`src/sdram_nes_macros.svh`:
```
/*
 * clock, SDRAM timing, field width, refresh and slot macros
 * for the two-channel NES / RISC-V SDRAM controller
 */
`ifndef SDRAM_NES_MACROS_SVH
`define SDRAM_NES_MACROS_SVH

`define SDRAM_FREQ      64_800_000                              // Hz
`define POWERON_CYCLES  (`SDRAM_FREQ / 1000 * 200 / 1000)       // 200 us, ~12960 cycles
`define T_RP            2   // precharge to activate/refresh
`define T_RC            6   // refresh to refresh
`define T_MRD           2   // mode set to first command
`define CAS_LAT         2
`define REFRESH_CYCLES  501 // 64 ms / 8192 rows at 64.8 MHz

`define DATA_W          16
`define ROW_W           13  // pin address bus
`define BANK_W          2
`define NES_AW          22
`define CH_ROW_W        11  // row bits a channel supplies
`define COL_W           9

`define SLOT_RAS0       0
`define SLOT_CAS0       1
`define SLOT_RAS1       2
`define SLOT_CAS1       4
`define SLOT_RD1        1   // rv read word on dq
`define SLOT_RD0        4   // nes read byte on dq
`define SLOT_COUNT      6

`endif

```
`src/sdram_nes_pkg.sv`:
```
/*
 * shared types: SDRAM command opcodes, controller states
 * and the channel 0 request source
 */
package sdram_nes_pkg;

    // opcode bits are {cs_n, ras_n, cas_n, we_n}
    typedef enum logic [3:0] {
        NOP       = 4'b1111,
        MODE_SET  = 4'b0000,
        ACTIVATE  = 4'b0011,
        WRITE     = 4'b0100,
        READ      = 4'b0101,
        REFRESH   = 4'b0001,
        PRECHARGE = 4'b0010
    } sdram_cmd_e;

    typedef enum logic [1:0] {
        POWERON_WAIT,
        INIT,
        NORMAL
    } ctrl_state_e;

    typedef enum logic [1:0] {
        NONE,
        PPU_A,
        CPU_B
    } nes_src_e;

endpackage

```
`src/nes_channel.sv`:
```
/*
 * channel 0: CPU (port B) and PPU (port A) byte ports
 * edge detect, B-over-A arbitration, request latch, read byte capture
 */
`timescale 1ns/1ps
`include "sdram_nes_macros.svh"

module nes_channel (
    input  logic                  clk,
    input  logic                  resetn,
    input  logic                  slot_ras,
    input  logic                  slot_rd,
    input  logic [`NES_AW-1:0]    addr_a,
    input  logic                  we_a,
    input  logic [7:0]            din_a,
    input  logic                  oe_a,
    input  logic [`NES_AW-1:0]    addr_b,
    input  logic                  we_b,
    input  logic [7:0]            din_b,
    input  logic                  oe_b,
    input  logic [`DATA_W-1:0]    dq_in,
    output logic                  pending,
    output logic                  bank,      // bank 0 or 1
    output logic [`CH_ROW_W-1:0]  row,
    output logic                  active,
    output logic                  write,
    output logic [`COL_W-1:0]     col,
    output logic [1:0]            ds,
    output logic [`DATA_W-1:0]    wdata,
    output logic [7:0]            dout_a,
    output logic [7:0]            dout_b
);
    logic                    oe_a_d, we_a_d, oe_b_d, we_b_d;
    logic                    req_a, req_b;
    sdram_nes_pkg::nes_src_e src;
    sdram_nes_pkg::nes_src_e src_q;
    logic [`NES_AW-1:0]      next_addr;
    logic [7:0]              next_din;
    logic                    next_we;
    logic                    byte_hi;   // odd address, upper byte
    logic [7:0]              rd_byte;

    // delayed copies only move at slot_ras, so an unserved edge persists
    assign req_a = (oe_a & ~oe_a_d) | (we_a & ~we_a_d);
    assign req_b = (oe_b & ~oe_b_d) | (we_b & ~we_b_d);

    always_comb begin
        src       = sdram_nes_pkg::NONE;
        next_addr = addr_a;
        next_din  = din_a;
        next_we   = we_a;
        if (req_b) begin            // cpu first
            src       = sdram_nes_pkg::CPU_B;
            next_addr = addr_b;
            next_din  = din_b;
            next_we   = we_b;
        end else if (req_a) begin
            src = sdram_nes_pkg::PPU_A;
        end
    end

    assign pending = req_a | req_b;
    assign bank    = next_addr[`NES_AW-1];
    assign row     = next_addr[`CH_ROW_W+`COL_W:`COL_W+1];

    always_ff @(posedge clk) begin
        if (!resetn) begin
            {oe_a_d, we_a_d, oe_b_d, we_b_d} <= '0;
            src_q  <= sdram_nes_pkg::NONE;
            active <= 1'b0;
            write  <= 1'b0;
        end else if (slot_ras) begin
            oe_a_d <= (src == sdram_nes_pkg::PPU_A) ? oe_a : (oe_a_d & oe_a);
            we_a_d <= (src == sdram_nes_pkg::PPU_A) ? we_a : (we_a_d & we_a);
            oe_b_d <= (src == sdram_nes_pkg::CPU_B) ? oe_b : (oe_b_d & oe_b);
            we_b_d <= (src == sdram_nes_pkg::CPU_B) ? we_b : (we_b_d & we_b);
            src_q  <= src;
            active <= pending;
            write  <= next_we;
        end
    end

    always_ff @(posedge clk) begin
        if (slot_ras) begin
            col     <= next_addr[`COL_W:1];
            byte_hi <= next_addr[0];
            wdata   <= {next_din, next_din};  // byte on both lanes, dqm picks
        end
    end

    assign ds      = {byte_hi, ~byte_hi};
    assign rd_byte = byte_hi ? dq_in[15:8] : dq_in[7:0];

    // byte goes to whichever port was served
    always_ff @(posedge clk) begin
        if (slot_rd && active && !write) begin
            if (src_q == sdram_nes_pkg::PPU_A)
                dout_a <= rd_byte;
            if (src_q == sdram_nes_pkg::CPU_B)
                dout_b <= rd_byte;
        end
    end

endmodule

```
`config.mk`:
```
export PLATFORM = sky130hd
export DESIGN_NAME = nes_channel
export DESIGN_NICKNAME = d
export VERILOG_FILES = /design/src/sdram_nes_pkg.sv /design/src/nes_channel.sv
export VERILOG_INCLUDE_DIRS = /design/src
export SDC_FILE = /design/constraint.sdc
export NUM_CORES = 1
export LEC_CHECK = 0
export ABC_CLOCK_PERIOD_IN_PS = 3400
export BUFFER_PORTS_ARGS = -buffer_cell sky130_fd_sc_hd__buf_4
export CAP_MARGIN = 40
export CORE_MARGIN = 1.5
export CORE_UTILIZATION = 44
export DETAILED_ROUTE_END_ITERATION = 10
export PLACE_DENSITY = 0.82
export SYNTH_ARGS = -nofsm -noshare
export SYNTH_HDL_FRONTEND = slang
export SYNTH_SLANG_ARGS = --single-unit
```
`constraint.sdc`:
```
create_clock -name clk -period 3.4 [get_ports clk]
set_input_delay 0.68 -clock clk [delete_from_list [all_inputs] [get_ports clk]]
set_output_delay 0.68 -clock clk [all_outputs]
set_load 0.02 [all_outputs]
```
==> summary.md, run 1 <==
| Metric | Value |
|---|---|
| Overall die height | `70.83 um` |
| Final routed wire length divided by cell count | `13.45 um` |
| Crit path cell chain | `buf_4 > a22oi_4 > mux2_2 > buf_4` |
| Total routing usage reported by global routing | `0.1621` |
| Worst path buffer plus inverter count | `2` |
| Cell type with the largest total area after synthesis | `sky130_fd_sc_hd__edfxtp_1` |
| First-pass iteration count of the detailed router | `4` |
| Maximum level of the CTS H-tree | `2` |
| Vias per std cell | `4.813` |
| DP Area | `2973 um2` |
| Static leakage power | `1.362 nW` |
| Sequential cell area | `1181 um2` |
| Setup repair after global routing missed its margin | `no` |
| Highest routed layer | `met4` |
| Number of setup buffers added after CTS | `0` |
| Setup Skew | `0.005907 ns` |
| Count of cell types in the netlist | `26` |
| Netlist area before placement | `2024 um2` |
| Most frequent cell on the critical path | `sky130_fd_sc_hd__buf_4` |
| Number of enable-type register cells in the synthesized netlist | `34` |
| Share of the clock period used by the worst path after layout | `0.7662` |
| Final RePlAce weighted congestion | `0.7502` |
| Metal-1 WL | `1402 um` |
| Yosys top cell area share | `0.5043` |
| DP HPWL | `3531 um` |
| Category of the critical setup timing path | `in -> out` |
| Number of gates resized after cts | `0` |
| Post-cts hold buffer count | `0` |
| Number of standard cells after synthesis | `137` |
| Endpoint type of the worst setup path | `output port` |
| Congestion Overflow GR | `0` |
| Net count reported at finish | `346` |
| Slowest library cell on the worst path | `sky130_fd_sc_hd__a22oi_4` |
| Pin count of the biggest net entering global routing | `27` |
| Vias in the first global route | `1,504` |
| Proportion of synthesized chip area in sequential cells | `0.5834` |
| # Max-Cap Violations | `0` |
| Antenna violations before repair | `0` |
| Clk slew on worst S/H paths | `0.08 ns` |
| Die area | `5017 um2` |
| Total CTS buffers | `5` |
| Chip width | `70.83 um` |
| Total inserted antenna cells | `0` |
| Share of synthesized registers carrying an async set or reset | `0` |
| Routed wire length | `4238 um` |
| Peak supply drop | `181.3 uV` |
| Top Ports | `142` |
| Worst min-delay path class | `reg -> reg` |
| Residual DRC | `0` |
| Number of hold violations in the final report | `0` |
| Critical path fanouts, max | `20` |
| Core area | `4384 um2` |
| Remaining max-slew budget at the tightest pin | `0.5931` |
| Run status | `finished, final reports clean` |
| Setup violations, final | `0` |
| Number of rows created at floorplan | `24` |
| CTS root buf | `sky130_fd_sc_hd__clkbuf_8` |
| Count of final max-slew check failures | `0` |
| Via count | `1,516` |
| Number of warning messages in the yosys log | `0` |
| Number of nets in the synthesized netlist | `221` |
| Clock tree from TritonCTS | `done` |
| Number of port buffers | `141` |
| Summed area of non-filler cells in the final layout | `3082 um2` |
| Actual transition at the worst max-transition pin | `0.6103 ns` |
| Clock latency of the later-clocked register in the worst-skew pair | `0.28 ns` |
| Fraction of final layout cells sized beyond drive strength 1 | `0.7300` |
| Fill cell count | `329` |
| Final ANT Viol Nets | `0` |
| Synthesized area divided by synthesized cell count | `14.78 um2` |
| Dominant synthesized flop cell | `sky130_fd_sc_hd__edfxtp_1` |
| Synth-to-Final Area Change | `52.23%` |
| Flip-flop and latch count after synthesis | `42` |
| Area of the multi-input gates | `623.1 um2` |
| Setup crit start kind | `primary input` |
| Starting density of the core | `0.4618` |
| Power per cell area | `406.7 nW/um2` |
| Post-layout minimum cycle time | `2.605 ns` |
| Family of cells with the greatest summed delay on the critical path | `compound AO/OA/AOI/OAI gates` |
| Global-route wire length before repair | `6430 um` |
| Iteration-0 DRC count of the detailed router | `63` |
| Maximum frequency from static timing analysis | `383.9 MHz` |
| Final TNS setup | `0 ns` |
| Max incr delay on CP | `0.54 ns` |
| Top area cells in the synthesized netlist | `sky130_fd_sc_hd__edfxtp_1, sky130_fd_sc_hd__mux2_2, sky130_fd_sc_hd__dfxtp_1` |
| Critical path data required time | `2.72 ns` |
| Max Root-Sink Buffers | `2` |
| Arrival time at the worst endpoint | `1.93 ns` |
| Routed wl met2 | `2266 um` |
| CTS sink cnt | `42` |
| Detail Route met3 WL | `514 um` |
-- worst paths after layout --
kind / from / end / slack [ns] / cells after the start
setup reg to reg: oe_b_d / wdata[9] / 1.43 / 4
hold / removal: src_q[0] / src_q[0] / 0.51 / 2
setup / recovery: oe_b / row[6] / 0.79 / 4
hold reg to reg: src_q[0] / src_q[0] / 0.51 / 2
-- cell usage in the layout, fill, tap and decap left out, types with 2 or more instances in the layout --
cell / synthesis / layout
sky130_fd_sc_hd__buf_4: 20 / 144
sky130_fd_sc_hd__clkbuf_8: 0 / 5
sky130_fd_sc_hd__clkinv_2: 0 / 2
sky130_fd_sc_hd__dfxtp_1: 8 / 8
sky130_fd_sc_hd__edfxtp_1: 34 / 34
sky130_fd_sc_hd__inv_1: 6 / 6
sky130_fd_sc_hd__mux2_1: 2 / 2
sky130_fd_sc_hd__mux2_2: 36 / 36
sky130_fd_sc_hd__mux2i_1: 2 / 2
sky130_fd_sc_hd__nand2_1: 2 / 2
sky130_fd_sc_hd__nor2_1: 2 / 2
sky130_fd_sc_hd__nor2b_1: 2 / 2
sky130_fd_sc_hd__nor3b_1: 2 / 2
sky130_fd_sc_hd__o21ai_0: 3 / 3
sky130_fd_sc_hd__o221a_2: 2 / 2
-- through the flow --
step | total power (W) | hold WS [ns] | cells | setup WS [ns] | util
4_1_cts | 0.001269 | 0.5075 | 315 | 0.7751 | 0.7029
3_5_place_dp | 0.0008955 | 0.4956 | 307 | 0.7797 | 0.6781
6_report | 0.001253 | 0.5091 | 315 | 0.7949 | 0.7029
5_1_grt | 0.001305 | 0.5548 | 315 | 0.7158 | 0.7029
3_3_place_gp | 0.0008905 | 0.4897 | 307 | 0.8010 | 0.6781
2_1_floorplan | 0.0007755 | 0.4683 | 137 | 1.134 | -
-- cells in the mapped netlist (3+ instances only) --
library cell	count
sky130_fd_sc_hd__mux2_2	36
sky130_fd_sc_hd__dfxtp_1	8
sky130_fd_sc_hd__inv_1	6
sky130_fd_sc_hd__buf_6	3
sky130_fd_sc_hd__o21ai_0	3
sky130_fd_sc_hd__edfxtp_1	34
sky130_fd_sc_hd__buf_4	20
-- final cells by class --
cell class,instances,area share
tap,52,0.02111
timing repair buffer,144,0.3508
clock buffer,5,0.02233
inverter,6,0.007308
multi-input combinational,63,0.2022
sequential,42,0.3833
clock inverter,3,0.01299
-- flip-flops by register name (all words and copies together) (netlist names) --
| signal | count |
|---|---|
| oe_b_d | 1 |
| dout_b | 8 |
| active | 1 |
| byte_hi | 1 |
| we_a_d | 1 |
| wdata | 8 |
| col | 9 |
| write | 1 |
| src_q | 2 |
| oe_a_d | 1 |
| we_b_d | 1 |
| dout_a | 8 |
-- layer usage --
metal,global-route usage,vias to the layer above
met5,0,-
met4,0.04612,0
met3,0.06410,7
met2,0.3074,98
met1,0.1623,675
li1,-,736
-- report_power, final --
part	internal, W	total (W)	leakage (nW)	switching (W)
clock network	0.000216	0.000372	0.0579	0.000156
registers	0.000587	0.000600	0.386	0.0000136
logic	0.000160	0.000281	0.918	0.000121
total	0.000963	0.00125	1.36	0.000291
-- worst min-delay path: stages, from the launching register on --
cell	delay, ns
sky130_fd_sc_hd__dfxtp_1	0.33
sky130_fd_sc_hd__nand3_1	0.08
sky130_fd_sc_hd__o31ai_1	0.06
-- logic make-up (layout without fill, tap and decap cells) --
kind of cell / count (synthesis) / after routing / synth area share
muxes: 40 / 40 / 0.2213
buffers and inverters: 32 / 158 / 0.1088
DFF: 42 / 42 / 0.5834
and+or+nand+nor: 11 / 11 / 0.03152
AOI/OAI and AO/OA: 12 / 12 / 0.05501
Power figures use the tool's default switching activity.
==> run 2, diff against run 1 <==
--- a/config.mk
+++ b/config.mk
@@ -6,13 +6,13 @@
 export SDC_FILE = /design/constraint.sdc
 export NUM_CORES = 1
 export LEC_CHECK = 0
-export ABC_CLOCK_PERIOD_IN_PS = 3400
+export ABC_CLOCK_PERIOD_IN_PS = 2400
 export BUFFER_PORTS_ARGS = -buffer_cell sky130_fd_sc_hd__buf_4
 export CAP_MARGIN = 40
 export CORE_MARGIN = 1.5
-export CORE_UTILIZATION = 44
+export CORE_UTILIZATION = 41
 export DETAILED_ROUTE_END_ITERATION = 10
-export PLACE_DENSITY = 0.82
+export PLACE_DENSITY = 0.77
 export SYNTH_ARGS = -nofsm -noshare
 export SYNTH_HDL_FRONTEND = slang
 export SYNTH_SLANG_ARGS = --single-unit
==> constraint.sdc (replaced) <==
create_clock -name clk -period 2.4 [get_ports clk]
set_input_delay 0.48 -clock clk [delete_from_list [all_inputs] [get_ports clk]]
set_output_delay 0.48 -clock clk [all_outputs]
set_load 0.02 [all_outputs]
==> run 2 against run 1 <==
Against the previous run: design area is 0.53% higher; register-to-register slack worse by 0.90 ns; flip-flop and latch count stayed put; global-route usage is 0.19 points lower; critical endpoint is now row[0].
==> summary.md, run 2 (synthesis results as in run 1) <==
| Metric | Value |
|---|---|
| Run status | `finished, final reports clean` |
| RR Startpoint | `oe_b_d` |
| DP Area | `3007 um2 (+1.1%)` |
| Pre-CTS WS | `0.2311 ns (-0.5485 ns)` |
| Reg2reg end | `wdata[13]` |
| Iteration-0 DRC count of the detailed router | `66 (+4.8%)` |
| Antenna violations before repair | `0 (unchanged)` |
| Number of hold violations in the final report | `0 (unchanged)` |
| Share of the clock period used by the worst path after layout | `0.9484` |
| Starting density of the core | `0.4258 (-0.03597)` |
| Clk slew on worst S/H paths | `0.08 ns (about the same)` |
| Maximum level of the CTS H-tree | `2 (unchanged)` |
| # Max-Cap Violations | `0 (unchanged)` |
| Commonest non-fill, non-tap cells in the layout | `sky130_fd_sc_hd__buf_4, sky130_fd_sc_hd__mux2_2, sky130_fd_sc_hd__edfxtp_1` |
| Maximum frequency from static timing analysis | `439.4 MHz` |
| Number of flip-flops in the largest register | `9 (unchanged)` |
| Congestion Overflow GR | `0 (unchanged)` |
| Clock tree from TritonCTS | `done` |
| Number of rows created at floorplan | `25 (+4.2%)` |
| Final cell count without fillers | `332 (+5.4%)` |
| CTS root buf | `sky130_fd_sc_hd__clkbuf_8` |
| Peak supply drop | `240.8 uV (+33%)` |
| Most frequent standard cell in the layout excluding fill and tap cells | `sky130_fd_sc_hd__buf_4` |
| Total CTS buffers | `5 (unchanged)` |
| Routed wire length | `4570 um (+7.8%)` |
| Critical Path Start | `oe_b_d` |
| Category of the critical setup timing path | `reg -> out` |
| Setup repair after global routing missed its margin | `no` |
| Critical Path Sink | `row[0]` |
| Static leakage power | `1.363 nW (about the same)` |
| Top Ports | `142 (unchanged)` |
| Via count | `1,557 (+2.7%)` |
| Chip width | `73.27 um (+3.4%)` |
| Final ANT Viol Nets | `0 (unchanged)` |
| Core area | `4755 um2 (+8.4%)` |
| Reg2Reg Depth | `4 (unchanged)` |
| Setup Skew | `0.006478 ns (+0.0005709 ns)` |
| Die area | `5368 um2 (+7.0%)` |
| Total inserted antenna cells | `0 (unchanged)` |
| Post-layout minimum cycle time | `2.276 ns` |
| Number of setup buffers added after CTS | `0 (unchanged)` |
| Worst Hold Slack | `0.4769 ns (-0.03216 ns)` |
| Setup crit start kind | `flip-flop` |
| Vias in the first global route | `1,471 (-2.2%)` |
| Final TNS setup | `0 ns (unchanged)` |
| Vias per std cell | `4.690 (-2.6%)` |
| Residual DRC | `0 (unchanged)` |
| Worst min-delay path class | `in -> reg` |
| Clock latency of the later-clocked register in the worst-skew pair | `0.29 ns (about the same)` |
| Global-route wire length before repair | `6348 um (-1.3%)` |
| Count of final max-slew check failures | `0 (unchanged)` |
| Number of gates resized after cts | `0 (unchanged)` |
| Power per cell area | `552.7 nW/um2 (+36%)` |
| DP HPWL | `3636 um (+3.0%)` |
| CTS sink cnt | `42 (unchanged)` |
| Critical path data required time | `1.92 ns (-0.80 ns)` |
| Max Root-Sink Buffers | `2 (unchanged)` |
| Endpoint type of the worst setup path | `output port` |
| Post-cts hold buffer count | `0 (unchanged)` |
| Overall die height | `73.27 um (+3.4%)` |
| Pin count of the biggest net entering global routing | `27 (unchanged)` |
| Final routed wire length divided by cell count | `13.77 um (+2.3%)` |
| Total routing usage reported by global routing | `0.1602 (-0.001893)` |
| Remaining max-slew budget at the tightest pin | `0.6228 (+0.02971)` |
| Arrival time at the worst endpoint | `1.80 ns (-0.13 ns)` |
| Top reg by flops | `col` |
| Setup violations, final | `0 (unchanged)` |
| Final RePlAce weighted congestion | `0.7230 (-3.6%)` |
| Fraction of final layout cells sized beyond drive strength 1 | `0.7283 (-0.001736)` |
| Summed area of non-filler cells in the final layout | `3098 um2 (+0.53%)` |
| Number of port buffers | `141 (unchanged)` |
| Actual transition at the worst max-transition pin | `0.5658 ns (-0.04456 ns)` |
| Net count reported at finish | `348 (+0.58%)` |
| Critical path fanouts, max | `18 (-10%)` |
| Instance count after placement with tap cells included | `324 (+5.5%)` |
| First-pass iteration count of the detailed router | `4 (unchanged)` |
| Synth-to-Final Area Change | `53.03%` |
| Final worst-path setup slack | `0.1239 ns (-0.6710 ns)` |
| Setup slack of the most critical reg-to-reg path | `0.53 ns (-0.90 ns)` |
[run 2: cell count changes in the layout (fill, tap and decap cells not counted), sizes merged]
cell    before  now
bufinv       1    0
clkbuf       5    7
clkinv       2    1
buf        144  146
[run 2: cell type report]
cell class | instances | area [um2]
flip-flops and latches | 42 | 1181
clock inverters | 1 | 5.005
well taps | 67 | 83.83
inverters | 6 | 22.52
fillers | 404 | 1657
repair buffers | 146 | 1096
multi-input cells | 63 | 623.1
clock buffers | 7 | 86.33
[run 2: through the flow]
step,total power [W],utilization
3_5_place_dp,0.001274,0.6324
4_1_cts,0.001733,0.6516
3_3_place_gp,0.001267,0.6324
2_1_floorplan,0.001099,-
6_report,0.001712,0.6516
5_1_grt,0.001781,0.6516
[run 2: per-layer routing]
metal / share of wire / vias to the layer above / global-route usage / wire, um
met5: 0 / - / 0 / 0
met4: 0.026 / 0 / 0.09644 / 118
met3: 0.098 / 11 / 0.04115 / 450
met1: 0.35 / 705 / 0.1679 / 1610
met2: 0.52 / 103 / 0.2859 / 2391
li1: - / 738 / - / -
[run 2: how the worst min path moves through the flow]
stage	startpoint	depth (start not counted)	end
6_report	resetn	2	oe_b_d
3_3_place_gp	src_q[0]	2	src_q[0]
3_5_place_dp	we_b_d	2	we_b_d
4_1_cts	oe_a	2	oe_a_d
5_1_grt	oe_a	2	oe_a_d
2_1_floorplan	src_q[0]	2	src_q[0]
[run 2: where the power goes]
part,total [W],internal (W),switching [W]
combinational,0.000404,0.000230,0.000174
clock,0.000458,0.000232,0.000226
sequential,0.000850,0.000831,0.0000189
[run 2: worst max-delay path, cell delays in order, from the launching register on]
cell,delay (ns)
sky130_fd_sc_hd__dfxtp_1,0.35
sky130_fd_sc_hd__inv_1,0.10
sky130_fd_sc_hd__a22oi_4,0.50
sky130_fd_sc_hd__mux2_2,0.40
sky130_fd_sc_hd__buf_4,0.15
