$ cat config.mk
export PLATFORM = sky130hd
export DESIGN_NAME = sdram_sequencer
export DESIGN_NICKNAME = d
export VERILOG_FILES = /design/src/sdram_nes_pkg.sv /design/src/sdram_sequencer.sv
export VERILOG_INCLUDE_DIRS = /design/src
export SDC_FILE = /design/constraint.sdc
export NUM_CORES = 1
export LEC_CHECK = 0
export CAP_MARGIN = 20
export CORE_MARGIN = 5
export CORE_UTILIZATION = 40
export DETAILED_ROUTE_END_ITERATION = 8
export DONT_BUFFER_PORTS = 1
export PLACE_DENSITY = 0.65
export SYNTH_ARGS = -nofsm -noshare
export SYNTH_HDL_FRONTEND = slang
export SYNTH_SLANG_ARGS = --single-unit
$ cat constraint.sdc
create_clock -name clk -period 1.7 [get_ports clk]
set_clock_uncertainty 0.05 [all_clocks]
set_input_delay 0 -clock clk [delete_from_list [all_inputs] [get_ports clk]]
set_output_delay 0 -clock clk [all_outputs]
set_load 0.02 [all_outputs]
$ cat src/sdram_nes_macros.svh
/*
 * clock, SDRAM timing, field width, refresh and slot macros
 * for the two-channel NES / RISC-V SDRAM controller
 */
`ifndef SDRAM_NES_MACROS_SVH
`define SDRAM_NES_MACROS_SVH

`define SDRAM_FREQ      64_800_000                              // Hz
`define POWERON_CYCLES  (`SDRAM_FREQ / 1000 * 200 / 1000)       // 200 us, ~12960 cycles
`define T_RP            2   // precharge to activate/refresh
`define T_RC            6   // refresh to refresh
`define T_MRD           2   // mode set to first command
`define CAS_LAT         2
`define REFRESH_CYCLES  501 // 64 ms / 8192 rows at 64.8 MHz

`define DATA_W          16
`define ROW_W           13  // pin address bus
`define BANK_W          2
`define NES_AW          22
`define CH_ROW_W        11  // row bits a channel supplies
`define COL_W           9

`define SLOT_RAS0       0
`define SLOT_CAS0       1
`define SLOT_RAS1       2
`define SLOT_CAS1       4
`define SLOT_RD1        1   // rv read word on dq
`define SLOT_RD0        4   // nes read byte on dq
`define SLOT_COUNT      6

`endif

$ cat src/sdram_nes_pkg.sv
/*
 * shared types: SDRAM command opcodes, controller states
 * and the channel 0 request source
 */
package sdram_nes_pkg;

    // opcode bits are {cs_n, ras_n, cas_n, we_n}
    typedef enum logic [3:0] {
        NOP       = 4'b1111,
        MODE_SET  = 4'b0000,
        ACTIVATE  = 4'b0011,
        WRITE     = 4'b0100,
        READ      = 4'b0101,
        REFRESH   = 4'b0001,
        PRECHARGE = 4'b0010
    } sdram_cmd_e;

    typedef enum logic [1:0] {
        POWERON_WAIT,
        INIT,
        NORMAL
    } ctrl_state_e;

    typedef enum logic [1:0] {
        NONE,
        PPU_A,
        CPU_B
    } nes_src_e;

endpackage

$ cat src/sdram_sequencer.sv
/*
 * power-on wait, init sequence, clkref-phased six-slot ring,
 * refresh timer and per-cycle command choice
 */
`timescale 1ns/1ps
`include "sdram_nes_macros.svh"

module sdram_sequencer (
    input  logic                      clk,
    input  logic                      resetn,
    input  logic                      clkref,
    input  logic                      pending0,
    input  logic                      active0,
    input  logic                      write0,
    input  logic                      pending1,
    input  logic                      active1,
    input  logic                      write1,
    output logic [`SLOT_COUNT-1:0]    slot,      // one-hot ring position
    output sdram_nes_pkg::sdram_cmd_e cmd,
    output logic                      cmd_chan,  // 1 selects rv fields
    output logic                      init_a10,  // precharge all
    output logic                      mode_load,
    output logic                      busy
);
    localparam int PON_W     = $clog2(`POWERON_CYCLES + 1);
    localparam int REF1_STEP = `T_RP;
    localparam int REF2_STEP = `T_RP + `T_RC;
    localparam int MRS_STEP  = `T_RP + 2 * `T_RC;
    localparam int DONE_STEP = MRS_STEP + `T_MRD;   // 16
    localparam int RCNT_W    = $clog2(`REFRESH_CYCLES + 1);

    sdram_nes_pkg::ctrl_state_e state;
    logic [PON_W-1:0]           pon_cnt;
    logic [DONE_STEP:0]         init_step;  // one-hot init cycle
    logic                       clkref_r;
    logic [RCNT_W-1:0]          refresh_cnt;
    logic                       refresh_due;
    logic                       refresh_go;

    assign busy        = (state != sdram_nes_pkg::NORMAL);
    assign refresh_due = (refresh_cnt == RCNT_W'(`REFRESH_CYCLES));  // saturates there
    assign init_a10    = init_step[0];
    assign mode_load   = init_step[MRS_STEP];

    always_ff @(posedge clk) begin
        if (!resetn) begin
            state       <= sdram_nes_pkg::POWERON_WAIT;
            pon_cnt     <= '0;
            init_step   <= '0;
            slot        <= '0;
            clkref_r    <= 1'b0;
            refresh_cnt <= '0;
        end else begin
            clkref_r <= clkref;
            case (state)
                sdram_nes_pkg::POWERON_WAIT: begin
                    pon_cnt <= pon_cnt + 1'b1;
                    if (pon_cnt == PON_W'(`POWERON_CYCLES - 1)) begin
                        state     <= sdram_nes_pkg::INIT;
                        init_step <= 1;
                    end
                end
                sdram_nes_pkg::INIT: begin
                    init_step <= init_step << 1;
                    if (init_step[DONE_STEP]) begin
                        state <= sdram_nes_pkg::NORMAL;
                        slot  <= 1;             // ring starts at RAS0
                    end
                end
                default: begin
                    if (clkref && !clkref_r)    // re-phase, slot 0 follows
                        slot <= {1'b1, {(`SLOT_COUNT-1){1'b0}}};
                    else
                        slot <= {slot[`SLOT_COUNT-2:0], slot[`SLOT_COUNT-1]};
                    if (refresh_go)
                        refresh_cnt <= '0;
                    else if (!refresh_due)
                        refresh_cnt <= refresh_cnt + 1'b1;
                end
            endcase
        end
    end

    // one command per cycle
    always_comb begin
        cmd        = sdram_nes_pkg::NOP;
        cmd_chan   = 1'b0;
        refresh_go = 1'b0;
        if (state == sdram_nes_pkg::INIT) begin
            if (init_step[0])
                cmd = sdram_nes_pkg::PRECHARGE;
            if (init_step[REF1_STEP] || init_step[REF2_STEP])
                cmd = sdram_nes_pkg::REFRESH;
            if (init_step[MRS_STEP])
                cmd = sdram_nes_pkg::MODE_SET;
        end else if (state == sdram_nes_pkg::NORMAL) begin
            cmd_chan = slot[`SLOT_RAS1] | slot[`SLOT_CAS1];
            if (slot[`SLOT_RAS0] && pending0)
                cmd = sdram_nes_pkg::ACTIVATE;
            if (slot[`SLOT_CAS0] && active0) begin
                if (write0)
                    cmd = sdram_nes_pkg::WRITE;
                else
                    cmd = sdram_nes_pkg::READ;
            end
            if (slot[`SLOT_RAS1]) begin
                if (pending1) begin
                    cmd = sdram_nes_pkg::ACTIVATE;
                end else if (!active0 && !active1 && refresh_due) begin
                    cmd        = sdram_nes_pkg::REFRESH;  // all banks idle here
                    refresh_go = 1'b1;
                end
            end
            if (slot[`SLOT_CAS1] && active1) begin
                if (write1)
                    cmd = sdram_nes_pkg::WRITE;
                else
                    cmd = sdram_nes_pkg::READ;
            end
        end
    end

endmodule

==> summary.md, run 1 <==
| Metric | Value |
|---|---|
| Yosys top cell by area | `dfxtp_1` |
| Fin crit period | `roughly 1.7 ns` |
| Total congestion overflow | `0` |
| Overall routing resource usage | `0.152` |
| Outcome | `finished, violations left` |
| CORE AREA | `about 0.0059 mm²` |
| CP arrival | `1.68 ns` |
| CP max FO | `3` |
| Layout cell share with drive strength beyond 1 | `0.208` |
| Period Utilization, post-route | `1.02` |
| Die X | `roughly 87 µm` |
| Ant diodes | `0` |
| Ys Warns | `0` |
| Comb power frac | `0.035` |
| Seq pwr share | `0.600` |
| Synth async-reset ratio | `0` |
| Mapped Area | `between 0.002 and 0.0025 mm²` |
| Slew Limit Fails | `0` |
| Clk_lat worst skew | `roughly 0.30 ns` |
| Commonest cells in the netlist | `49 x dfxtp_1, 35 x nand2_1, 23 x o21ai_0` |
| Final WS setup | `-0.0301 ns` |
| Internal | `between 1 and 1.5 mW` |
| Register area share after synthesis | `0.412` |
| CP endpoint kind | `output pin` |
| Worst-Margin Slew | `about 0.66 ns` |
| Worst Hold Class | `input pin to register` |
| Setup-failing EPs final | `1` |
| Fin area | `0.00292 mm²` |
| Synth Flop Type | `dfxtp_1` |
| R2R Path Start | `refresh_cnt[1]$_SDFFE_PN0P_` |
| Pwr Total | `1.93 mW` |
| DP HPWL | `~3700 µm` |
| Number of synthesized flops with an enable pin | `0` |
| First-pass GRT wire length | `between 9000 and 10,000 µm` |
| Final wirelength | `between 5000 and 6000 µm` |
| Clk network pwr share | `0.365` |
| Critical path class | `register to output pin` |
| Worst endpoint required time | `1.65 ns` |
| Initial Utilization | `0.407` |
| LEAKAGE | `~1.1 nW` |
| RePlAce Congestion | `a little under 0.8` |
| Clk slew on worst S/H paths | `0.09 ns` |
| Share of the synthesized area in the top cell type | `0.412` |
| Largest net degree at the start of global routing | `17` |
| Residual DRC | `0` |
| Synth Instances | `280` |
| RSZ-0062 raised after global routing | `yes` |
| Clock root cell | `clkbuf_8` |
| Starting DRT DRC Count | `about 120` |
| Max_slew headroom | `0.557` |
| Layout Nets | `between 300 and 400` |
| Avg Cell Area, Syn | `roughly 8.5 µm²` |
| CTS sink cnt | `49` |
| Fin. Hold Viols | `0` |
| Die Height | `roughly 87 µm` |
| Vias/cell | `roughly 5.7` |
| Clock Tree Buf Depth | `2` |
| Maxcap violations | `0` |
| Sw Share | `0.236` |
| Synth unique cells | `55` |
| Net Switching | `roughly 0.46 mW` |
| Highest clock rate | `between 500 and 600 MHz` |
| Depth of the CTS H-tree | `2` |
| Hold path startpoint | `pending1` |
| Cell with the most instances after synthesis | `dfxtp_1` |
| Post-DP Area | `about 0.0026 mm²` |
| IR drop worst, VDD | `0.000334 V` |
| Die area | `between 0.007 and 0.008 mm²` |
| Dominant cells by area after synthesis | `dfxtp_1 41%, nand2_1 5.5%, a22oi_1 5.4%, o21ai_0 4.8%, a21oi_1 3.6%` |
| Io pins | `23` |
| Violations in the final reports | `setup timing` |
| Std cell rows | `28` |
| CP startpoint | `refresh_cnt[1]$_SDFFE_PN0P_` |
| DP Worst Slack | `between 0.0015 and 0.002 ns` |
| Setup_tns | `-0.0301 ns` |
| Number of global-route vias before repair | `2,022` |
| Area delta synth->final | `22.8%` |
| Crit path launch type | `register` |
| First-pass DRT Iterations | `4` |
| Power density cells | `660 mW/mm²` |
| Port Buffers | `0` |
| Initial antenna violation count | `0` |
| #FFs+latches synth | `49` |
| Total CTS buffers | `5` |
| Post-DRT Antenna Nets | `0` |
| CTS tree | `built` |
| WL/cell | `between 10 and 15 µm` |
| Syn Nets | `around 300` |
| Via Count | `2,198` |
| Worst hold slack | `roughly 0.085 ns` |
-- stage by stage --
step,instances,util
final,387,0.500
after floorplan,280,-
after CTS,383,0.481
after detailed placement,364,0.443
after global routing,387,0.500
after global placement,364,0.443
-- state kept, by name, summed over array words and instances, names as in the netlist --
signal,cells
pon_cnt,14
clkref_r,1
refresh_cnt,9
init_step,17
slot,6
state,2
-- power by group through the flow --
stage	Sequential, mW	Clock [mW]	Combinational, mW
2_1_floorplan	1.19	0	0.0427
3_3_place_gp	1.19	0	0.0517
3_5_place_dp	1.19	0	0.0525
4_1_cts	1.16	0.723	0.0648
5_1_grt	1.16	0.766	0.0751
6_report	1.16	0.703	0.0679
-- kinds of logic (layout without fill, tap and decap cells) --
family          Yosys count  count (layout)  share of synthesized area
simple gates            114             114                      0.262
fa+ha+maj                 3               3                     0.0158
buf+inv                  23              55                     0.0436
compound gates           83              83                      0.234
xor+xnor                  3               3                     0.0110
mux                       5               5                     0.0210
flops                    49              49                      0.412
-- worst max-delay path, cell delays in order, from the launching register on --
cell and delay [ns]:
dfxtp_2 0.33, inv_2 0.07, ha_4 0.11, nand4b_1 0.16, buf_4 0.20, nor4_4 0.27, a211oi_2 0.08, buf_4 0.16
-- layer usage --
| metal | vias to the layer above | wire, µm | global-route usage |
|---|---|---|---|
| met3 | 4 | 284 | 0.0350 |
| li1 | 1102 | - | - |
| met5 | - | 0 | 0 |
| met4 | 0 | 43 | 0.0391 |
| met1 | 1051 | 2650 | 0.208 |
| met2 | 41 | 2700 | 0.243 |
-- what timing repair did --
item | CTS | global route
setup endpoints to repair | 7 | 40
endpoints found under the hold margin | 24 | 0
pin swaps | 2 | 3
setup buffers | 6 | 4
resized for setup | 9 | 19
hold buffers | 5 | 0
-- final timing paths --
path         slack [ns]  cells after the start                          end
min reg2reg        0.43                      2   init_step[10]$_SDFFE_PN0P_
min                0.09                      3  refresh_cnt[1]$_SDFFE_PN0P_
max reg2reg        0.06                      7  refresh_cnt[1]$_SDFFE_PN0P_
max               -0.03                      7                       cmd[1]
-- cell usage in the layout, fill, tap and decap left out, drive strengths merged, types with 2 or more instances in the layout --
cell         count
clkbuf           5
nand4            6
and2             4
nor2b            5
nor2            15
or2              2
nor4             7
a32oi            4
buf             34
nand2           35
dlygate4sd3      4
clkinv           2
inv              8
o21ai           24
nand2b           8
xnor2            2
a211oi           2
ha               3
o221ai           3
o41ai            2
a21oi           17
or3              6
and4b            2
a22oi           17
and3             2
and3b            2
o31ai            6
or3b             2
nor3             2
dfxtp           49
nand3            4
or4              4
mux2i            5
-- area by class of cell --
type,count,area [µm²]
timing repair buffer,39,320
clock buffer,5,68.8
tap,75,93.8
sequential,49,992
clock inverter,3,21.3
multi-input combinational,208,1400
fill,554,2930
inverter,8,30.0
Power figures use the tool's default switching activity.
==> run 2, diff against run 1 <==
--- a/config.mk
+++ b/config.mk
@@ -7,6 +7,7 @@
 export NUM_CORES = 1
 export LEC_CHECK = 0
 export CAP_MARGIN = 20
+export CORE_ASPECT_RATIO = 1.75
 export CORE_MARGIN = 5
 export CORE_UTILIZATION = 40
 export DETAILED_ROUTE_END_ITERATION = 8
==> run 2 against run 1 <==
  * The run now ends clean
  * Total power shrank 0.30%
  * Sequential power is essentially flat
  * Via count shrank 3.2%
  * Global-route usage shrank 0.13 points
  * Count of clock-buffer cells in the layout is the same
  * Critical endpoint unchanged
  * Sequential share of layout area grew 1.1 points
  * Critical path type unchanged
  * Register-to-register slack is essentially flat
  * Non-clock buffer count shrank 8
==> summary.md, run 2 (synthesis results as in run 1) <==
| Metric | Value |
|---|---|
| Depth of the CTS H-tree | `2` |
| Total congestion overflow | `0` |
| Vias/cell | `between 5 and 6` |
| CP endpoint kind | `output pin` |
| Regs by FF count | `init_step: 17 flops, pon_cnt: 14 flops, refresh_cnt: 9 flops` |
| Hold Path Depth | `2` |
| Worst endpoint required time | `1.65 ns` |
| Worst-Margin Slew | `~0.7 ns` |
| Worst reg2reg endpoint | `pon_cnt[7]$_SDFFE_PN0N_` |
| Std cell rows | `37` |
| First-pass DRT Iterations | `4` |
| CTS sink cnt | `49` |
| Layout Nets | `315` |
| Residual DRC | `0` |
| GR Util met2 | `0.272` |
| Die X | `~68 µm` |
| Fin. Hold Viols | `0` |
| Hold path startpoint | `resetn` |
| RSZ-0062 raised after global routing | `yes` |
| Critical path class | `register to output pin` |
| LEAKAGE | `0.997 nW` |
| Via Count | `2,127` |
| RePlAce Congestion | `roughly 0.83` |
| Largest net degree at the start of global routing | `18` |
| Met1 Usage GRT | `0.168` |
| Commonest non-fill, non-tap cell in the layout | `dfxtp_1` |
| Total CTS buffers | `5` |
| Worst Hold Class | `input pin to register` |
| Post-DRT Antenna Nets | `0` |
| Clock Tree Buf Depth | `2` |
| Hold Path End | `pon_cnt[6]$_SDFFE_PN0N_` |
| CP startpoint | `state[1]$_SDFFE_PN0P_` |
| Power density cells | `679 mW/mm²` |
| Final wirelength | `~5700 µm` |
| Period Utilization, post-route | `0.980` |
| Starting DRT DRC Count | `between 100 and 150` |
| Overall routing resource usage | `0.151` |
| Most frequent cells in the layout | `44 x dfxtp_1, 35 x nand2_1, 26 x buf_4, 23 x o21ai_0` |
| Top reg by flops | `init_step` |
| IR drop worst, VDD | `approximately 0.00043 V` |
| Die Height | `between 100 and 150 µm` |
| Port Buffers | `0` |
| Ant diodes | `0` |
| Io pins | `23` |
| Crit path launch type | `register` |
| Max reg flops | `17` |
| WL/cell | `~15 µm` |
| Clock root cell | `clkbuf_8` |
| Outcome | `finished clean` |
| Final core utilization | `0.485` |
| Slew Limit Fails | `0` |
| CP arrival | `between 1.5 and 2 ns` |
| First-pass GRT wire length | `slightly above 9000 µm` |
| Clk_lat worst skew | `0.30 ns` |
| Maxcap violations | `0` |
| Max_slew headroom | `0.531` |
| Fin area | `0.00283 mm²` |
| Layout cell share with drive strength beyond 1 | `0.171` |
| Fill cell count | `around 590` |
| CTS tree | `built` |
| DP HPWL | `between 3000 and 4000 µm` |
| Fin crit period | `about 1.7 ns` |
| Setup-failing EPs final | `0` |
| R2R Path Start | `state[1]$_SDFFE_PN0P_` |
| Layer with the highest usage | `met2` |
| Worst r2r path cells | `3` |
| Area delta synth->final | `18.9%` |
| Highest clock rate | `600 MHz` |
| Number of global-route vias before repair | `about 2,000` |
| Clk slew on worst S/H paths | `0.09 ns` |
| Met3 Use GR | `0.0310` |
| CP max FO | `8` |
| Initial Utilization | `0.408` |
| CORE AREA | `around 0.006 mm²` |
| R2R Setup Slk | `~0.050 ns` |
| Post-DP Area | `between 0.002 and 0.003 mm²` |
| Die area | `0.00765 mm²` |
| Initial antenna violation count | `0` |
[run 2: how the worst max path moves through the flow]
| stage | endpoint | slack [ns] | depth (start not counted) |
|---|---|---|---|
| floorplan | refresh_cnt[4]$_SDFFE_PN0P_ | 0.07 | 3 |
| global placement | pon_cnt[13]$_SDFFE_PN0N_ | 0.14 | 3 |
| detailed placement | pon_cnt[5]$_SDFFE_PN0N_ | 0.07 | 3 |
| CTS | cmd[3] | 0.001 | 7 |
| global route | pon_cnt[7]$_SDFFE_PN0N_ | -0.03 | 4 |
| finish | cmd[1] | 0.03 | 4 |
[run 2: layer usage]
metal,part of all wire,vias up
li1,-,1087
met1,0.40,1010
met5,0,-
met2,0.56,22
met3,0.026,8
met4,0.014,0
[run 2: final cells by class]
class | count | area [µm²] | area share
inverter | 8 | 30.0 | 0.0106
clock buffer | 5 | 68.8 | 0.0243
sequential | 49 | 992 | 0.351
tap | 78 | 97.6 | 0.0345
timing repair buffer | 31 | 256 | 0.0906
clock inverter | 3 | 21.3 | 0.00752
multi-input combinational | 208 | 1360 | 0.482
[run 2: timing repair]
item                                    in CTS  in global routing
hold buffers                                 3                  0
gates resized for setup                      8                 12
hold endpoints to repair                    19                  0
setup buffers                                0                  5
endpoints found under the setup margin       3                  7
pin swaps                                    1                  4
[run 2: stage by stage]
| step | worst slack (ns) | setup TNS [ns] | hold slack (ns) | total power [mW] | cells |
|---|---|---|---|---|---|
| after floorplan | 0.0723 | 0 | 0.0717 | 1.23 | 280 |
| after global placement | 0.142 | 0 | 0.0752 | 1.24 | 366 |
| after detailed placement | 0.0681 | 0 | 0.0812 | 1.24 | 366 |
| after CTS | 0.00150 | 0 | 0.00850 | 1.95 | 377 |
| after global routing | -0.0315 | -0.104 | 0.0271 | 2.01 | 382 |
| final | 0.0335 | 0 | 0.0153 | 1.92 | 382 |
[run 2: where the power goes]
group	switching [mW]	internal, mW
Sequential	0.00459	1.15
Combinational	0.0405	0.0266
Clock	0.407	0.293
Total	0.452	1.47
[run 2: worst max-delay path, cell delays in order, from the launching register on]
cell and delay, ns:
dfxtp_4 0.38, or3b_4 0.42, nor4_4 0.29, a211oi_2 0.06
buf_4 0.16
==> run 3, diff against run 2 <==
--- a/config.mk
+++ b/config.mk
@@ -12,7 +12,7 @@
 export CORE_UTILIZATION = 40
 export DETAILED_ROUTE_END_ITERATION = 8
 export DONT_BUFFER_PORTS = 1
-export PLACE_DENSITY = 0.65
+export PLACE_DENSITY = 0.67
 export SYNTH_ARGS = -nofsm -noshare
 export SYNTH_HDL_FRONTEND = slang
 export SYNTH_SLANG_ARGS = --single-unit
==> constraint.sdc (replaced) <==
create_clock -name clk -period 1.5 [get_ports clk]
set_clock_uncertainty 0.05 [all_clocks]
set_input_delay 0 -clock clk [delete_from_list [all_inputs] [get_ports clk]]
set_output_delay 0 -clock clk [all_outputs]
set_load 0.02 [all_outputs]
==> run 3 against run 2 <==
  * The run now ends with setup timing left
  * Cell area is 19% higher
  * Highest routed layer unchanged
  * Largest power group unchanged
  * Combinational power up 59%
  * Worst setup slack got worse by 0.18 ns
  * Clock power rose by 8.6%
  * Global-route usage is 2.8 points higher
  * Total power up 14%
  * Register-to-register slack got worse by 0.14 ns
  * Largest cell class unchanged
  * Final cell count increased by 8.9%
==> summary.md, run 3 (synthesis results as in run 1) <==
| Metric | Value |
|---|---|
| Outcome | `finished, violations left` |
| Violations in the final reports | `setup timing` |
| Commonest non-fill, non-tap cell in the layout | `buf_4` |
| Worst-Margin Slew | `0.590 ns` |
| CTS sink cnt | `49` |
| Port Buffers | `0` |
| Area delta synth->final | `41.4%` |
| Std cell rows | `37` |
| Starting DRT DRC Count | `126` |
| CP endpoint kind | `output pin` |
| Max_slew headroom | `0.605` |
| Ant diodes | `0` |
| RSZ-0062 raised after global routing | `yes` |
| Total CTS buffers | `5` |
| Fin crit period | `between 1.5 and 2 ns` |
| First-pass DRT Iterations | `4` |
| First-pass GRT wire length | `~11,000 µm` |
| Clock root cell | `clkbuf_8` |
| Highest clock rate | `roughly 600 MHz` |
| CP max FO | `3` |
| Layout Nets | `between 300 and 400` |
| Residual DRC | `0` |
| Largest net degree at the start of global routing | `17` |
| Worst Hold Class | `input pin to register` |
| RePlAce Congestion | `between 0.7 and 0.8` |
| Critical Path, Cell by Cell | `inv_2 > ha_4 > nand4b_1 > buf_6 > nor4_4 > a211oi_4` |
| Die Height | `112 µm` |
| Fin. Hold Viols | `0` |
| Crit-path slowest cell | `dfxtp_2` |
| Worst hold slack | `between 0.08 and 0.09 ns` |
| Worst path max stage delay | `0.33 ns` |
| Die area | `around 0.0077 mm²` |
| CP arrival | `between 1.5 and 2 ns` |
| Total congestion overflow | `0` |
| CORE AREA | `about 0.0058 mm²` |
| Via Count | `around 2,400` |
| WL/cell | `16.7 µm` |
| Layout cell share with drive strength beyond 1 | `0.340` |
| Power density cells | `649 mW/mm²` |
| Final wirelength | `a little under 7000 µm` |
| Initial antenna violation count | `0` |
| Critical path class | `register to output pin` |
| Top reg by flops | `init_step` |
| Vias/cell | `5.73` |
| IR drop worst, VDD | `between 0.0003 and 0.0004 V` |
| Number of global-route vias before repair | `between 2,000 and 2,500` |
| Maxcap violations | `0` |
| Non-filler instance count after layout | `between 400 and 500` |
| DP HPWL | `around 4500 µm` |
| Most frequent cells in the layout | `44 x buf_4, 40 x dfxtp_1, 35 x nand2_1, 23 x o21ai_0, 16 x a22oi_1` |
| Slew Limit Fails | `0` |
| Clock Tree Buf Depth | `2` |
| Period Utilization, post-route | `1.10` |
| CTS tree | `built` |
| Max reg flops | `17` |
| Dpl cells | `388` |
| Initial Utilization | `0.408` |
| Regs by FF count | `init_step: 17 flops, pon_cnt: 14 flops, refresh_cnt: 9 flops` |
| Io pins | `23` |
| Setup-failing EPs final | `14` |
| Final WS setup | `-0.151 ns` |
| Clk_lat worst skew | `around 0.3 ns` |
| Worst endpoint required time | `1.45 ns` |
| LEAKAGE | `about 1.2 nW` |
| Overall routing resource usage | `0.179` |
| Final core utilization | `0.577` |
| Post-DRT Antenna Nets | `0` |
| Die X | `about 68 µm` |
| Crit path launch type | `register` |
| Depth of the CTS H-tree | `2` |
| Clk slew on worst S/H paths | `around 0.09 ns` |
[run 3: repair_timing]
action,CTS,global route
endpoints found under the setup margin,13,29
hold endpoints to repair,24,0
hold buffers,10,0
pin swaps,6,15
setup buffers,7,7
cloned,0,0
gates resized for setup,30,35
[run 3: area by class of cell]
cell class              count  area, µm²
clock buffers               6       72.6
fillers                   510       2470
repair buffers             65        584
clock inverters             2       10.0
multi-input cells         208       1580
flip-flops and latches     49        992
well taps                  78       97.6
inverters                   8       30.0
[run 3: where the power goes]
group	switching [mW]	internal, mW
Sequential	0.0105	1.31
Combinational	0.0557	0.0513
Clock	0.435	0.324
Total	0.501	1.68
[run 3: worst max-delay path: cells and delay by family (launching register included)]
kind                     cells  cell delay, ns
AO/OA/AOI/OAI                1            0.10
adder cells (fa/ha/maj)      1            0.12
flip-flops                   1            0.33
buffers and inverters        2            0.26
AND/OR/NAND/NOR              2            0.49
[run 3: stage by stage]
step           power, mW  setup WS [ns]  setup TNS [ns]  instance area (µm²)
2_1_floorplan       1.39        -0.0167         -0.0363                 2400
3_3_place_gp        1.41        0.00260               0                 2790
3_5_place_dp        1.41        -0.0636          -0.211                 2790
4_1_cts             2.18         -0.124          -0.921                 3170
5_1_grt             2.29         -0.260           -2.21                 3370
6_report            2.19         -0.151           -1.10                 3370
[run 3: final timing paths]
kind	to	start	slack, ns	cells after the start
worst max-delay path	cmd[1]	refresh_cnt[1]$_SDFFE_PN0P_	-0.15	6
worst min-delay path	refresh_cnt[4]$_SDFFE_PN0P_	pending1	0.09	4
worst max register to register	refresh_cnt[2]$_SDFFE_PN0P_	refresh_cnt[1]$_SDFFE_PN0P_	-0.09	8
worst min register to register	init_step[6]$_SDFFE_PN0P_	init_step[6]$_SDFFE_PN0P_	0.42	2
[run 3: layer usage]
layer  global-route usage  wire length, µm  vias to the layer above
met1                0.188             2560                     1156
li1                     -                -                     1150
met4               0.0730              231                        0
met2                0.325             3870                       57
met3               0.0410              290                       22
met5                    0                0                        -
